==> src/bus_pkg.sv <==
//////////////////////////////////////////////////
// Settings bus types shared by host port and register bank
//////////////////////////////////////////////////
package bus_pkg;

   localparam int SB_ADDR_W = 8;
   localparam int SB_DATA_W = 32;

   typedef enum logic {
      SB_READ  = 1'b0,
      SB_WRITE = 1'b1
   } sb_op_e;

   // Host side, held stable while req is high
   typedef struct packed {
      sb_op_e                 op;
      logic [SB_ADDR_W-1:0]   addr;
      logic [SB_DATA_W-1:0]   data;   // Write data, ignored on read
   } sb_req_t;

   // Slave side, valid while ack is high
   typedef struct packed {
      logic [SB_DATA_W-1:0]   rdata;
      logic                   err;    // Bad address or read-only write
   } sb_resp_t;

endpackage

==> src/board_pkg.sv <==
//////////////////////////////////////////////////
// Board-level types and constants for the radio control plane
// Register map, ATR word layout, pin bundle and reference timing
//////////////////////////////////////////////////
package board_pkg;

   // Settings register map, byte addresses
   typedef enum logic [7:0] {
      REG_MISC     = 8'h00,
      REG_ATR_IDLE = 8'h04,
      REG_ATR_RX   = 8'h08,
      REG_ATR_TX   = 8'h0C,
      REG_ATR_FDX  = 8'h10,
      REG_STATUS   = 8'h14    // Read only
   } reg_addr_e;

   typedef struct packed {
      logic [28:0] spare;
      logic        codec_arst;   // Codec async reset
      logic        ref_is_pps;   // PPS select, wins over ref_sel
      logic        ref_sel;      // 10 MHz select and request
   } misc_t;

   // ATR word, low byte of each ATR register, all active high
   typedef struct packed {
      logic txdrv_pwen;   // Bit 7
      logic sel_rx_rx2;
      logic sel_trx_tx;
      logic sel_rx_trx;
      logic sel_trx_rx;
      logic led_rx2_g;
      logic led_trx_g;
      logic led_trx_r;    // Bit 0
   } fe_atr_t;

   // Board pins, LED bits active low
   typedef struct packed {
      logic led_s1;       // Reference present
      logic led_s0;       // Reference locked
      logic txdrv_pwen;
      logic sel_rx_rx2;
      logic sel_trx_tx;
      logic sel_rx_trx;
      logic sel_trx_rx;
      logic led_rx2_g;
      logic led_trx_g;
      logic led_trx_r;
   } fe_pins_t;

   // Switches open, PA off, every LED dark
   localparam fe_pins_t FE_PINS_OFF = '{led_s1: 1'b1, led_s0: 1'b1, led_rx2_g: 1'b1,
                                        led_trx_g: 1'b1, led_trx_r: 1'b1, default: 1'b0};

   typedef struct packed {
      logic present;   // Status bit 1
      logic locked;    // Status bit 0
   } ref_status_t;

   typedef enum logic [1:0] {ATR_IDLE, ATR_RX, ATR_TX, ATR_FDX} atr_state_e;

   ////////////////////////////////////////////////// Reference timing
   localparam int REF_PPS_PERIOD = 40;   // Scaled down, bus_clk cycles
   localparam int REF_10M_PERIOD = 10;
   localparam int REF_TOL        = 1;
   localparam int REF_LOCK_COUNT = 3;    // Good periods to lock
   localparam int REF_CNT_W      = 8;
   localparam int REF_GOOD_W     = $clog2(REF_LOCK_COUNT + 1);

endpackage
==> src/radio_board.sv <==
`timescale 1ns/1ps
//////////////////////////////////////////////////
// Bus-clock control plane top for the radio board
// Settings bus in, front-end pins and reference controls out
//////////////////////////////////////////////////
module radio_board (
   input  logic                bus_clk,
   input  logic                reset_global,
   // Settings bus
   input  logic                req,
   input  bus_pkg::sb_req_t    sb_req,
   output logic                ack,
   output bus_pkg::sb_resp_t   sb_resp,
   // Radio run state
   input  logic                run_rx,
   input  logic                run_tx,
   // External reference
   input  logic                pps_in,
   input  logic                clkin_10mhz,
   // Board outputs
   output board_pkg::fe_pins_t fe_pins,
   output logic                codec_arst,
   output logic                clkin_10mhz_req
);
   import board_pkg::*;

   misc_t       misc;
   fe_atr_t     atr_idle;
   fe_atr_t     atr_rx;
   fe_atr_t     atr_tx;
   fe_atr_t     atr_fdx;
   ref_status_t ref_status;   // To status reg and LEDs

   settings_regs u_regs (
      .bus_clk(bus_clk), .reset_global(reset_global),
      .req(req), .sb_req(sb_req), .ack(ack), .sb_resp(sb_resp),
      .ref_status(ref_status), .misc(misc),
      .atr_idle(atr_idle), .atr_rx(atr_rx), .atr_tx(atr_tx), .atr_fdx(atr_fdx)
   );

   ref_monitor u_ref (
      .bus_clk(bus_clk), .reset_global(reset_global),
      .pps_in(pps_in), .clkin_10mhz(clkin_10mhz),
      .misc(misc), .ref_status(ref_status)
   );

   frontend_ctrl u_fe (
      .bus_clk(bus_clk), .reset_global(reset_global),
      .run_rx(run_rx), .run_tx(run_tx),
      .atr_idle(atr_idle), .atr_rx(atr_rx), .atr_tx(atr_tx), .atr_fdx(atr_fdx),
      .ref_status(ref_status), .fe_pins(fe_pins)
   );

   assign codec_arst      = misc.codec_arst;
   assign clkin_10mhz_req = misc.ref_sel;   // Ask board for 10 MHz

endmodule

==> src/frontend_ctrl.sv <==
`timescale 1ns/1ps
//////////////////////////////////////////////////
// Front-end pin driver from ATR words and run state
// Registered outputs, LEDs inverted to active low
//////////////////////////////////////////////////
module frontend_ctrl (
   input  logic                   bus_clk,
   input  logic                   reset_global,
   input  logic                   run_rx,
   input  logic                   run_tx,
   input  board_pkg::fe_atr_t     atr_idle,
   input  board_pkg::fe_atr_t     atr_rx,
   input  board_pkg::fe_atr_t     atr_tx,
   input  board_pkg::fe_atr_t     atr_fdx,
   input  board_pkg::ref_status_t ref_status,
   output board_pkg::fe_pins_t    fe_pins
);
   import board_pkg::*;

   atr_state_e atr_state;
   fe_atr_t    atr_word;    // Word for current state
   fe_pins_t   pins_d;
   fe_pins_t   pins_q;

   // Run state decode
   always_comb begin
      case ({run_tx, run_rx})
         2'b01:   atr_state = ATR_RX;
         2'b10:   atr_state = ATR_TX;
         2'b11:   atr_state = ATR_FDX;   // Full duplex
         default: atr_state = ATR_IDLE;
      endcase
   end

   always_comb begin
      case (atr_state)
         ATR_RX:  atr_word = atr_rx;
         ATR_TX:  atr_word = atr_tx;
         ATR_FDX: atr_word = atr_fdx;
         default: atr_word = atr_idle;
      endcase
   end

   //////////////////////////////////////////////////
   // Pin mapping
   //////////////////////////////////////////////////
   always_comb begin
      pins_d.sel_trx_rx = atr_word.sel_trx_rx;   // Switches pass straight
      pins_d.sel_rx_trx = atr_word.sel_rx_trx;
      pins_d.sel_trx_tx = atr_word.sel_trx_tx;
      pins_d.sel_rx_rx2 = atr_word.sel_rx_rx2;
      pins_d.txdrv_pwen = atr_word.txdrv_pwen;
      pins_d.led_trx_r  = ~atr_word.led_trx_r;
      pins_d.led_trx_g  = ~atr_word.led_trx_g;
      pins_d.led_rx2_g  = ~atr_word.led_rx2_g;
      pins_d.led_s0     = ~ref_status.locked;    // Lit when locked
      pins_d.led_s1     = ~ref_status.present;   // Lit when ref seen
   end

   always_ff @(posedge bus_clk or posedge reset_global) begin
      if (reset_global) begin
         pins_q <= FE_PINS_OFF;
      end else begin
         pins_q <= pins_d;   // One cycle behind inputs
      end
   end

   assign fe_pins = pins_q;

endmodule

==> src/ref_monitor.sv <==
`timescale 1ns/1ps
//////////////////////////////////////////////////
// Reference monitor for PPS or 10 MHz input
// Measures edge period in bus_clk cycles, reports presence and lock
//////////////////////////////////////////////////
module ref_monitor (
   input  logic                   bus_clk,
   input  logic                   reset_global,
   input  logic                   pps_in,        // Async
   input  logic                   clkin_10mhz,   // Async, scaled rate
   input  board_pkg::misc_t       misc,
   output board_pkg::ref_status_t ref_status
);
   import board_pkg::*;

   typedef enum logic [1:0] {SRC_NONE, SRC_10M, SRC_PPS} ref_src_e;

   ref_src_e                src;
   ref_src_e                src_q;
   logic                    ref_raw;
   logic [1:0]              sync_q;       // 2-flop synchronizer
   logic                    prev_q;
   logic                    ref_edge;
   logic [REF_CNT_W-1:0]    nominal;
   logic [REF_CNT_W-1:0]    per_cnt_q;    // Cycles since last edge
   logic                    in_tol;
   logic                    timeout;
   logic                    armed_q;      // Previous edge seen, period valid
   logic [REF_GOOD_W-1:0]   good_cnt_q;
   logic                    locked_q;
   logic                    present_q;

   // PPS wins over 10 MHz
   always_comb begin
      if (misc.ref_is_pps) begin
         src = SRC_PPS;
      end else if (misc.ref_sel) begin
         src = SRC_10M;
      end else begin
         src = SRC_NONE;
      end
      case (src)
         SRC_PPS: ref_raw = pps_in;
         SRC_10M: ref_raw = clkin_10mhz;
         default: ref_raw = 1'b0;   // Nothing selected
      endcase
   end

   always_ff @(posedge bus_clk or posedge reset_global) begin
      if (reset_global) begin
         sync_q <= '0;
         prev_q <= 1'b0;
      end else begin
         sync_q <= {sync_q[0], ref_raw};
         prev_q <= sync_q[1];
      end
   end

   assign ref_edge = sync_q[1] & ~prev_q;   // Rising edge only
   assign nominal  = (src == SRC_PPS) ? REF_CNT_W'(REF_PPS_PERIOD) : REF_CNT_W'(REF_10M_PERIOD);
   assign in_tol   = (per_cnt_q >= nominal - REF_CNT_W'(REF_TOL)) &&
                     (per_cnt_q <= nominal + REF_CNT_W'(REF_TOL));
   assign timeout  = per_cnt_q >= nominal + REF_CNT_W'(REF_TOL + 1);

   //////////////////////////////////////////////////
   // Period check and lock
   //////////////////////////////////////////////////
   always_ff @(posedge bus_clk or posedge reset_global) begin
      if (reset_global) begin
         src_q      <= SRC_NONE;
         per_cnt_q  <= '0;
         armed_q    <= 1'b0;
         good_cnt_q <= '0;
         locked_q   <= 1'b0;
         present_q  <= 1'b0;
      end else begin
         src_q <= src;
         if (per_cnt_q != '1) begin
            per_cnt_q <= per_cnt_q + 1'b1;   // Saturates once ref is gone
         end
         if (src != src_q) begin   // New source, start over
            armed_q    <= 1'b0;
            good_cnt_q <= '0;
            locked_q   <= 1'b0;
         end else if (ref_edge) begin
            per_cnt_q <= REF_CNT_W'(1);
            present_q <= 1'b1;
            armed_q   <= 1'b1;
            if (armed_q && in_tol) begin
               if (good_cnt_q < REF_GOOD_W'(REF_LOCK_COUNT)) begin
                  good_cnt_q <= good_cnt_q + 1'b1;
               end
               if (good_cnt_q >= REF_GOOD_W'(REF_LOCK_COUNT - 1)) begin
                  locked_q <= 1'b1;
               end
            end else if (armed_q) begin   // Bad period
               good_cnt_q <= '0;
               locked_q   <= 1'b0;
            end
         end else if (timeout) begin   // Edge overdue
            present_q  <= 1'b0;
            armed_q    <= 1'b0;
            good_cnt_q <= '0;
            locked_q   <= 1'b0;
         end
      end
   end

   assign ref_status = '{present: present_q, locked: locked_q};

endmodule

==> src/settings_regs.sv <==
`timescale 1ns/1ps
//////////////////////////////////////////////////
// Settings bus slave with control, ATR and status registers
// Host does four-phase req/ack, one access per handshake
//////////////////////////////////////////////////
module settings_regs (
   input  logic                   bus_clk,
   input  logic                   reset_global,
   input  logic                   req,          // Four-phase request
   input  bus_pkg::sb_req_t       sb_req,
   output logic                   ack,
   output bus_pkg::sb_resp_t      sb_resp,
   input  board_pkg::ref_status_t ref_status,   // For REG_STATUS
   output board_pkg::misc_t       misc,
   output board_pkg::fe_atr_t     atr_idle,
   output board_pkg::fe_atr_t     atr_rx,
   output board_pkg::fe_atr_t     atr_tx,
   output board_pkg::fe_atr_t     atr_fdx
);
   import bus_pkg::*;
   import board_pkg::*;

   typedef enum logic [1:0] {
      ST_IDLE,       // Waiting for req
      ST_ACK,        // Access done, ack just raised
      ST_WAIT_REL    // Holding ack until host lets go
   } hs_state_e;

   hs_state_e                    state_q;
   misc_t                        misc_q;
   logic [3:0][SB_DATA_W-1:0]    atr_q;       // Indexed by atr_state_e
   logic                         accept;
   logic                         is_write;
   logic                         wr_misc;
   logic [3:0]                   wr_atr;
   logic [SB_DATA_W-1:0]         acc_rdata;
   logic                         acc_err;

   //////////////////////////////////////////////////
   // Handshake FSM
   //////////////////////////////////////////////////
   assign accept = (state_q == ST_IDLE) && req;   // Access edge
   assign ack    = (state_q != ST_IDLE);

   always_ff @(posedge bus_clk or posedge reset_global) begin
      if (reset_global) begin
         state_q <= ST_IDLE;
      end else begin
         case (state_q)
            ST_IDLE: begin
               if (req) begin
                  state_q <= ST_ACK;
               end
            end
            ST_ACK: begin
               state_q <= req ? ST_WAIT_REL : ST_IDLE;   // Short pulse host
            end
            ST_WAIT_REL: begin
               if (!req) begin
                  state_q <= ST_IDLE;   // ack drops here
               end
            end
            default: state_q <= ST_IDLE;
         endcase
      end
   end

   //////////////////////////////////////////////////
   // Address decode
   //////////////////////////////////////////////////
   always_comb begin
      is_write  = (sb_req.op == SB_WRITE);
      wr_misc   = 1'b0;
      wr_atr    = '0;
      acc_rdata = '0;
      acc_err   = 1'b0;
      case (sb_req.addr)
         REG_MISC: begin
            wr_misc   = accept & is_write;
            acc_rdata = is_write ? sb_req.data : misc_q;
         end
         REG_ATR_IDLE: begin
            wr_atr[ATR_IDLE] = accept & is_write;
            acc_rdata        = is_write ? sb_req.data : atr_q[ATR_IDLE];
         end
         REG_ATR_RX: begin
            wr_atr[ATR_RX] = accept & is_write;
            acc_rdata      = is_write ? sb_req.data : atr_q[ATR_RX];
         end
         REG_ATR_TX: begin
            wr_atr[ATR_TX] = accept & is_write;
            acc_rdata      = is_write ? sb_req.data : atr_q[ATR_TX];
         end
         REG_ATR_FDX: begin
            wr_atr[ATR_FDX] = accept & is_write;
            acc_rdata       = is_write ? sb_req.data : atr_q[ATR_FDX];
         end
         REG_STATUS: begin
            acc_err   = is_write;   // Read only
            acc_rdata = is_write ? '0 : {{(SB_DATA_W-2){1'b0}}, ref_status};
         end
         default: acc_err = 1'b1;   // Unmapped, rdata stays zero
      endcase
   end

   // Register file and response, both land on the access edge
   always_ff @(posedge bus_clk or posedge reset_global) begin
      if (reset_global) begin
         misc_q  <= '0;
         atr_q   <= '0;
         sb_resp <= '0;
      end else begin
         if (wr_misc) begin
            misc_q <= sb_req.data;
         end
         for (int i = 0; i < 4; i++) begin
            if (wr_atr[i]) begin
               atr_q[i] <= sb_req.data;
            end
         end
         if (accept) begin
            sb_resp.rdata <= acc_rdata;   // Held through ack high
            sb_resp.err   <= acc_err;
         end
      end
   end

   assign misc     = misc_q;
   assign atr_idle = atr_q[ATR_IDLE][7:0];   // Upper bits only read back
   assign atr_rx   = atr_q[ATR_RX][7:0];
   assign atr_tx   = atr_q[ATR_TX][7:0];
   assign atr_fdx  = atr_q[ATR_FDX][7:0];

endmodule

==> config.mk <==
export PLATFORM = sky130hd
export DESIGN_NAME = radio_board
export DESIGN_NICKNAME = d
export VERILOG_FILES = /design/src/bus_pkg.sv /design/src/board_pkg.sv /design/src/radio_board.sv /design/src/frontend_ctrl.sv /design/src/ref_monitor.sv /design/src/settings_regs.sv
export SDC_FILE = /design/constraint.sdc
export NUM_CORES = 1
export LEC_CHECK = 0
export ABC_AREA = 1
export BUFFER_PORTS_ARGS = -buffer_cell sky130_fd_sc_hd__buf_2
export CAP_MARGIN = 20
export CORE_ASPECT_RATIO = 1.75
export CORE_UTILIZATION = 35
export CTS_CLUSTER_SIZE = 30
export DETAILED_ROUTE_END_ITERATION = 8
export PLACE_DENSITY = 0.5
export SLEW_MARGIN = 20
export SYNTH_ARGS = -nofsm -noshare
export SYNTH_HDL_FRONTEND = slang
export SYNTH_SLANG_ARGS = --single-unit
==> constraint.sdc <==
create_clock -name bus_clk -period 10.03 [get_ports bus_clk]
set_input_delay 2.006 -clock bus_clk [delete_from_list [all_inputs] [get_ports bus_clk]]
set_output_delay 2.006 -clock bus_clk [all_outputs]
set_load 0.02 [all_outputs]
==> results of run 1 <==
metrics by stage:
stage	instance area, µm²	hold WS (ns)	total power [mW]	cells
finish	12800	0.351	2.12	1950
global route	12800	0.356	2.23	1949
floorplan	11400	0.331	1.18	1491
detailed placement	12000	0.339	1.27	1909
CTS	12800	0.353	2.15	1949
global placement	12000	0.335	1.26	1909
worst register-to-register path: stages, from the launching register on:
cell and delay (ns):
dfrtp_1 0.37, nor2_1 0.13, inv_2 0.08, nor2_8 0.51, inv_4 0.37, nor2_8 0.32, nand3_4 0.63, nand2_1 0.27
o21ai_1 0.09
flip-flops by register name (all words and copies together), names as in the netlist:
signal,count
u_regs.atr_q,96
u_regs.sb_resp,33
u_regs.misc,32
u_fe.fe_pins,10
u_ref.per_cnt_q,8
u_regs.atr_fdx,8
u_regs.atr_idle,8
u_regs.atr_rx,8
u_regs.atr_tx,8
u_ref.good_cnt_q,2
u_ref.src_q,2
u_ref.sync_q,2
u_regs.state_q,2
u_ref.armed_q,1
u_ref.locked_q,1
u_ref.present_q,1
u_ref.prev_q,1
final timing paths:
path,startpoint,slack [ns],endpoint,cells after the start
setup / recovery,sb_req[40],5.91,u_regs.atr_q[77],8
hold / removal,u_ref.sync_q[0],0.35,u_ref.sync_q[1],0
setup reg to reg,u_regs.state_q[0],7.10,u_regs.atr_q[77],8
hold reg to reg,u_ref.sync_q[0],0.35,u_ref.sync_q[1],0
max in group asynchronous,reset_global,6.87,u_regs.misc[8],3
min in group asynchronous,reset_global,1.63,u_regs.atr_q[31],2
cells by family after synthesis:
logic type,synth area share [%]
AO/OA/AOI/OAI,13.9
XOR/XNOR,0.0771
adder cells (fa/ha/maj),1.10
buffers and inverters,6.75
flip-flops,49.2
AND/OR/NAND/NOR,29.0
power by group:
part           internal [mW]  leakage, nW  total [mW]  switching (mW)
registers              0.935         3.06       0.975          0.0393
logic                 0.0846         3.17       0.269           0.184
clock network          0.506        0.381       0.878           0.372
cells in the mapped netlist, drive strengths merged:
master   instances  area (µm²)
nand2          595        2250
ha              10         125
o21bai           2        15.0
nand3          144         768
nand3b           1        7.51
nor2            36         185
a21oi           15        75.1
a221oi           2        17.5
buf             54         302
dfrtp          218        5460
a31oi            2        12.5
a21boi          27         203
o21ai          239        1200
nand4            4        25.0
or2              2        12.5
inv             95         359
clkbuf          27         106
o211ai           1        7.51
o2111ai          5        43.8
dfstp            5         131
a22o             1        8.76
nor3             5        47.5
xor2             1        8.76
layout make-up:
| type | count | area [µm²] | share of cell area, % |
|---|---|---|---|
| flip-flops and latches | 223 | 5590 | 43.8 |
| clock buffers | 31 | 688 | 5.39 |
| well taps | 396 | 495 | 3.88 |
| repair buffers | 103 | 541 | 4.24 |
| diodes | 1 | 2.50 | 0.0196 |
| inverters | 95 | 369 | 2.89 |
| multi-input cells | 1092 | 5010 | 39.2 |
| clock inverters | 9 | 72.6 | 0.569 |
cells in the final DEF, fill, tap and decap left out, drive strengths merged:
master and n:
ha 10, or2 2, diode 1, a22o 1, o211ai 1, nand3b 1
xor2 1, dfrtp 218, a21oi 15, dfstp 5, nand4 4, bufinv 1
o21ai 239, nor2 36, nor3 5, clkbuf 31, nand3 144, o21bai 2
a31oi 2, a21boi 27, clkinvlp 1, o2111ai 5, a221oi 2, buf 103
nand2 595, inv 95, clkinv 7
layer usage:
layer,track usage (%),vias to the layer above
li1,-,4930
met1,23.8,4699
met2,37.9,165
met3,2.33,55
met4,7.87,2
met5,0,-
==> impl_metrics.tcl, run 1 <==
set metrics [dict create \
    crit_chain "buf_2, buf_4, inv_4, buf_4, nor2_8, nand3_4, nand2_1, o21ai_1" \
    fillers 3277 \
    clock_sinks 223 \
    setup_ws_ns 5.91 \
    fin_nets 1597 \
    track_usage_pct 20.3 \
    vias_per_cell 5.05 \
    die_w_um 138 \
    hp-class "flop to flop" \
    ir_drop_mv 0.132 \
    crit_path_frequent_cell "buf_4" \
    fin_crit_ns 4.12 \
    yosysWarnings 0 \
    ys_seq_area_share_pct 49.2 \
    finalCritPeriodShare_pct 41.1 \
    start_util_pct 35.8 \
    crit_type "primary input to flop" \
    grt_start_max_net_pins 120 \
    dp_hpwl_um 20000 \
    fin_tns_setup_ns 0 \
    grt_pass1_wl_um 53000 \
    rsz0062_at_grt "no" \
    cts_root_buffer "clkbuf_16" \
    violations "design-rule violations" \
    clock_latency_ns 0.53 \
    max_clock_freq_mhz 243 \
    max_slew_margin_pct 39.7 \
    crit_path_max_fanout 64 \
    drc 44 \
    drt-met1-wl_um 13800 \
    dr.first_iter.drc_count 589 \
    numPortBuffers 93 \
    final_hold_viol_count 0 \
    antenna_found_initial 2 \
    cpMaxStageDelayCell "nand3_4" \
    syn_area_um2 11400 \
    critical_path.top_delay_family "buffers and inverters" \
    cts_tree "built" \
    skew_ns 0.0101 \
    synthToLayoutAreaGrowth_pct 12.3 \
    ctsHoldBuffers 0 \
    synth.distinct_cells 36 \
    fp.dieH_um 240 \
    crit_arrival_ns 4.50 \
    synth_cells 1491 \
    ctsHtreeMaxLevel 1 \
    clkTransAtPathRegs_ns 0.06 \
    syn_nets 1549 \
    slew_violations 0 \
    status "complete, but fails checks" \
    powerDensity_nw_per_um2 166 \
    start_kind "primary input" \
    drv_cap 0 \
    wl_per_cell_um 16.9 \
    post-route-util_pct 40.2 \
    fp.coreArea_um2 31700 \
    cts_setup_buffers 0 \
    gp_congestion 0.785 \
    ctsResizeCount 0 \
    setup_viol 0 \
    slowest_delay_ns 0.63 \
    vias 9851 \
    worstMarginPinSlew_ns 0.905 \
    crit_path_end_kind "flop" \
    clockBufferDepth 3 \
    num_io_pins 94 \
    syn_avg_cell_area_um2 7.62 \
    dp_slack_ns 5.33 \
    cts_buffers 24 \
    synth_seq_cells 223 \
    drive_gt1_share_pct 10.9 \
    placementRows 86 \
    drt_wl_total_um 32900 \
    top_layer_used "met5" \
    path_buf_inv 4 \
    total_leakage_power_nw 6.61 \
    required_ns 10.41 \
    gr-total-overflow 0 \
    final_antenna_net_count 0 \
    dieArea_um2 33200 \
    first_global_vias 9634 \
    wl_met3_um 1120 \
    wl_met2_um 17000 \
    dr.pass1.iters 7 \
]
Note: power is estimated with default switching activity, not from simulation.
==> run 2, diff against run 1 <==
==> constraint.sdc (replaced) <==
create_clock -name bus_clk -period 4 [get_ports bus_clk]
set_input_delay 0.8 -clock bus_clk [delete_from_list [all_inputs] [get_ports bus_clk]]
set_output_delay 0.8 -clock bus_clk [all_outputs]
set_load 0.02 [all_outputs]
==> run 2 against run 1 <==
  * The flow still finishes with violations (design-rule violations)
  * Non-clock buffer count increased by 6
  * Final cell count increased by 0.21%
  * First-iteration DRC count increased by 9.0%
  * Die area unchanged
  * Critical path depth unchanged
  * Clock-buffer cell count increased by 1
  * Via count increased by 1.3%
  * Final area increased by 0.31%
  * Power increased by 150%
  * Sequential share of layout area decreased by 0.14 points
  * Critical endpoint is now u_regs.atr_q[92]
==> impl_metrics.tcl, run 2 (synthesis results as in run 1) <==
set metrics [dict create \
    setup_viol 0 \
    ctsHtreeMaxLevel 1 \
    crit_path_max_fanout 38 \
    track_usage_pct 21.1 \
    numPortBuffers 93 \
    reg2reg_slack_ns 1.74 \
    num_io_pins 94 \
    placedCellCount 1915 \
    worstMarginPinSlew_ns 0.827 \
    top_register "u_regs.atr_q" \
    ctsHoldBuffers 0 \
    fin_nets 1602 \
    dieArea_um2 33200 \
    placementRows 86 \
    crit_arrival_ns 2.83 \
    ctsResizeCount 0 \
    cts_buffers 23 \
    fin_crit_ns 2.44 \
    dr.pass1.iters 9 \
    cts_setup_buffers 0 \
    vias_per_cell 5.11 \
    grt_pass1_wl_um 54400 \
    max_slew_margin_pct 44.8 \
    dp_hpwl_um 20400 \
    start_kind "primary input" \
    total_leakage_power_nw 6.62 \
    grt_start_max_net_pins 154 \
    max_clock_freq_mhz 410 \
    slew_violations 0 \
    cpMaxStageDelayCell "inv_2" \
    first_global_vias 9835 \
    cts_tree "built" \
    clock_latency_ns 0.52 \
    synthToLayoutAreaGrowth_pct 12.7 \
    antenna_cells 0 \
    crit_type "primary input to flop" \
    drv_cap 0 \
    cts_root_buffer "clkbuf_16" \
    final_antenna_net_count 0 \
    gp_congestion 0.799 \
    clock_sinks 223 \
    crit_path_end "u_regs.atr_q[92]" \
    rsz0062_at_grt "no" \
    status "complete, but fails checks" \
    r2r_end "u_regs.atr_q[92]" \
    drive_gt1_share_pct 11.0 \
    drc 18 \
    finalCritPeriodShare_pct 61.0 \
    largest_reg_flops 96 \
    fillers 3286 \
    most-common-layout-cells "593 x nand2_1, 218 x dfrtp_1, 139 x nand3_1" \
    stdcell_count 1954 \
    slowest_delay_ns 0.49 \
    hp-class "primary input to asynchronous set/reset pin" \
    final_common_cell "nand2_1" \
    wl_per_cell_um 17.4 \
    path_buf_inv 3 \
    powerDensity_nw_per_um2 413 \
    violations "design-rule violations" \
    rr_worst_depth 9 \
    skew_ns 0.00720 \
    fp.coreArea_um2 31700 \
    dr.first_iter.drc_count 642 \
    required_ns 4.39 \
    fp.dieH_um 240 \
    ir_drop_mv 0.339 \
    crit_chain "buf_2, nor2_1, nand3_2, inv_2, nand3_4, buf_4, nand2_1, o21ai_1" \
    vias 9978 \
    r2r-start "u_regs.state_q[0]" \
    critical_path.top_delay_family "buffers and inverters" \
    start_util_pct 35.8 \
    antenna_found_initial 0 \
    fin_tns_setup_ns 0 \
    drt_wl_total_um 34000 \
    gr-total-overflow 0 \
    die_w_um 138 \
    worst-path-stages 8 \
    crit_start "sb_req[39]" \
    final_hold_viol_count 0 \
    clkTransAtPathRegs_ns 0.06 \
    crit_path_end_kind "flop" \
    clockBufferDepth 3 \
]
[run 2: changes by cell type in the layout (fill, tap and decap cells not counted), sizes merged]
cell	previous run	this run
diode	1	0
bufinv	1	2
clkinvlp	1	2
clkbuf	31	32
inv	95	94
buf	103	109
clkinv	7	4
[run 2: worst min path at each step]
stage | endpoint | slack, ns | cells past startpoint
finish | u_regs.atr_idle[2] | 0.35 | 2
global route | u_ref.sync_q[1] | 0.36 | 0
CTS | u_regs.atr_idle[2] | 0.36 | 2
detailed placement | u_ref.sync_q[1] | 0.34 | 0
global placement | u_ref.sync_q[1] | 0.34 | 0
floorplan | u_ref.sync_q[1] | 0.33 | 0
[run 2: power by group]
part           internal (mW)  total, mW  switching (mW)
combinational          0.217      0.686           0.469
clock                   1.26       2.16           0.903
sequential              2.34       2.45           0.101
[run 2: layout make-up]
| class | count | area, µm² | share of cell area [%] |
|---|---|---|---|
| clock buffer | 32 | 649 | 5.07 |
| timing repair buffer | 109 | 611 | 4.77 |
| clock inverter | 7 | 87.6 | 0.684 |
| inverter | 95 | 365 | 2.85 |
| sequential | 223 | 5590 | 43.6 |
| tap | 396 | 495 | 3.87 |
| multi-input combinational | 1092 | 5010 | 39.1 |
[run 2: routing by layer]
layer / part of all wire (%) / global-route usage [%] / wire [µm] / up-vias
met1: 42 / 25.5 / 14400 / 4750
li1: - / - / - / 4942
met4: 3.1 / 8.27 / 1060 / 0
met3: 4.9 / 2.87 / 1650 / 55
met2: 50 / 37.8 / 16800 / 231
met5: 0 / 0 / 0 / -
[run 2: stage by stage]
stage / hold WS, ns / power (mW) / utilization (%) / setup slack [ns] / area (µm²)
after floorplan: 0.331 / 2.96 / - / 0.294 / 11400
after global routing: 0.359 / 5.56 / 40.3 / 1.34 / 12800
after CTS: 0.356 / 5.37 / 40.3 / 1.57 / 12800
after global placement: 0.339 / 3.17 / 38.0 / 1.10 / 12100
final: 0.349 / 5.29 / 40.3 / 1.56 / 12800
after detailed placement: 0.341 / 3.18 / 38.0 / 1.03 / 12100
==> run 3, diff against run 2 <==
--- a/config.mk
+++ b/config.mk
@@ -5,14 +5,14 @@
 export SDC_FILE = /design/constraint.sdc
 export NUM_CORES = 1
 export LEC_CHECK = 0
-export ABC_AREA = 1
+export ABC_AREA = 0
 export BUFFER_PORTS_ARGS = -buffer_cell sky130_fd_sc_hd__buf_2
 export CAP_MARGIN = 20
 export CORE_ASPECT_RATIO = 1.75
 export CORE_UTILIZATION = 35
 export CTS_CLUSTER_SIZE = 30
 export DETAILED_ROUTE_END_ITERATION = 8
-export PLACE_DENSITY = 0.5
+export PLACE_DENSITY = 0.51
 export SLEW_MARGIN = 20
 export SYNTH_ARGS = -nofsm -noshare
 export SYNTH_HDL_FRONTEND = slang
==> constraint.sdc (replaced) <==
create_clock -name bus_clk -period 2.54 [get_ports bus_clk]
set_input_delay 0.508 -clock bus_clk [delete_from_list [all_inputs] [get_ports bus_clk]]
set_output_delay 0.508 -clock bus_clk [all_outputs]
set_load 0.02 [all_outputs]
==> run 3 against run 2 <==
  * The run now ends clean
  * Largest cell class unchanged
  * Global-route usage is 2.2 points lower
  * Clock skew up 0.0086 ns
  * Final cell count down 33%
  * Largest power group unchanged
==> impl_metrics.tcl, run 3 <==
set metrics [dict create \
    status "complete, no violations" \
    synth_seq_cells 223 \
    synthArstFlopShare_pct 100 \
    drc 0 \
    skew_ns 0.0158 \
    cts_root_buffer "clkbuf_16" \
    cts_buffers 23 \
    ctsResizeCount 0 \
    crit_start "u_regs.state_q[0]" \
    powerDensity_nw_per_um2 647 \
    comb_power_share_pct 10.6 \
    cts_setup_buffers 0 \
    crit_type "flop to flop" \
    first_global_vias 7545 \
    min_from "clkin_10mhz" \
    fillers 2719 \
    final_common_cell "dfrtp_1" \
    crit_path_max_fanout 12 \
    dr.pass1.iters 4 \
    dp_hpwl_um 18800 \
    fp.dieH_um 229 \
    syn_avg_cell_area_um2 13.2 \
    clock_sinks 223 \
    total_leakage_power_nw 5.90 \
    p_clk_share_pct 41.7 \
    gp_congestion 0.791 \
    setup_viol 0 \
    ys_seq_area_share_pct 54.1 \
    max_clock_freq_mhz 430 \
    synth_ff_type "dfrtp_1" \
    yosysTopAreaCell "dfrtp_1" \
    start_kind "flop" \
    drv_cap 0 \
    die_w_um 132 \
    cts_tree "built" \
    dr.first_iter.drc_count 395 \
    crit_path_end_kind "flop" \
    crit_arrival_ns 2.73 \
    dp_slack_ns -0.103 \
    clkTransAtPathRegs_ns 0.06 \
    track_usage_pct 18.9 \
    synth_area_leaders "dfrtp_1 53%, mux2_2 17%, mux2i_1 2.6%, a22oi_1 2.5%, mux4_2 2.0%" \
    finalCritPeriodShare_pct 91.5 \
    top_register "u_regs.atr_q" \
    wl_per_cell_um 21.2 \
    drive_gt1_share_pct 41.6 \
    synth_cells 784 \
    worstMarginPinSlew_ns 0.585 \
    max_slew_margin_pct 60.9 \
    grt_pass1_wl_um 44000 \
    hp-class "primary input to flop" \
    clock_latency_ns 0.53 \
    final_hold_viol_count 0 \
    syn_area_um2 10300 \
    syn_nets 842 \
    placementRows 82 \
    drt_wl_total_um 27600 \
    slew_violations 0 \
    vias 6995 \
    netlist.area_leader.share_pct 52.8 \
    switchingPower_mw 2.07 \
    synth.distinct_cells 66 \
    ctsHoldBuffers 1 \
    clockBufferDepth 3 \
    synthTopCellsByCount "218 x dfrtp_1, 160 x mux2_2, 38 x nand2_1, 35 x a22oi_1, 33 x nor2_1" \
    antenna_cells 0 \
    num_io_pins 94 \
    synth_most_common_cell "dfrtp_1" \
    ir_drop_mv 0.470 \
    fin_crit_ns 2.32 \
    post-route-util_pct 42.9 \
    rsz0062_at_grt "no" \
    p_sw_share_pct 25.8 \
    p_int_mw 5.93 \
    setup_ws_ns 0.216 \
    p_seq_share_pct 47.7 \
    grt_start_max_net_pins 72 \
    yosysWarnings 0 \
    final_antenna_net_count 0 \
    synthToLayoutAreaGrowth_pct 19.8 \
    dieArea_um2 30200 \
    r2r-start "u_regs.state_q[0]" \
    fp.coreArea_um2 28800 \
    required_ns 2.95 \
    ctsHtreeMaxLevel 1 \
    synth_edf_count 0 \
    gr-total-overflow 0 \
    most-common-layout-cells "218 x dfrtp_1, 160 x mux2_2, 93 x buf_2" \
    antenna_found_initial 2 \
    largest_reg_flops 96 \
    fin_nets 971 \
    start_util_pct 35.8 \
    vias_per_cell 5.35 \
    numPortBuffers 93 \
]
run 3: cell types whose count changed after synthesis, moves of 77 or more:
cell	previous run	this run
inv_1	90	13
mux2_2	0	160
nand2_1	593	38
nand3_1	139	10
o21ai_0	121	16
o21ai_1	118	0
run 3: power groups by stage:
stage / Sequential (mW) / Clock [mW] / Combinational [mW]
global route: 3.84 / 3.55 / 0.938
global placement: 3.87 / 0 / 0.838
CTS: 3.81 / 3.44 / 0.860
finish: 3.82 / 3.34 / 0.845
floorplan: 3.85 / 0 / 0.527
detailed placement: 3.88 / 0 / 0.853
run 3: cell type report:
cell class              count  area, µm²  area share [%]
flip-flops and latches    223       5590            45.2
multi-input cells         498       4440            35.9
repair buffers            153       1080            8.74
clock buffers              31        656            5.30
well taps                 378        473            3.82
clock inverters            10       78.8           0.637
inverters                  14       56.3           0.455
run 3: kinds of logic (layout without fill, tap and decap cells):
family,after synthesis,after routing,share of synthesized area (%)
AND/OR/NAND/NOR,134,134,7.43
buffers and inverters,63,208,3.09
XOR/XNOR,5,5,0.424
adder cells (fa/ha/maj),10,10,1.21
flip-flops,223,223,54.1
AO/OA/AOI/OAI,143,143,10.6
multiplexers,206,206,23.1
run 3: path summary, 6_finish.rpt:
kind                                endpoint  slack [ns]  cells after the start
min                          u_ref.sync_q[0]        0.20                      2
max in group asynchronous   u_regs.atr_rx[7]        1.17                      5
min in group asynchronous  u_regs.atr_q[124]        0.57                      3
max reg2reg                 u_regs.atr_q[74]        0.22                      6
min reg2reg                  u_ref.sync_q[1]        0.37                      0
max                         u_regs.atr_q[74]        0.22                      6
run 3: critical path: stages (launching register included):
cell and delay (ns):
dfrtp_1 0.39, or3b_2 0.51, inv_2 0.10, nand2_1 0.12, nor4bb_4 0.39, buf_4 0.33
mux2_2 0.37
run 3: layer usage:
metal / global-route usage, % / wire (µm) / vias up
met2: 35.3 / 15000 / 129
met1: 22.2 / 11100 / 3635
li1: - / - / 3187
met5: 0 / 23 / -
met4: 6.14 / 641 / 4
met3: 2.06 / 839 / 40
run 3: through the flow:
stage	total power, mW	hold slack, ns	std cells	TNS (ns)	cell area [µm²]
detailed placement	4.73	0.344	1265	-5.43	11600
finish	8.00	0.203	1307	0	12400
CTS	8.12	0.186	1307	0	12400
global route	8.32	0.208	1307	0	12400
floorplan	4.38	0.331	784	-191.13	10300
global placement	4.71	0.344	1265	-4.03	11600
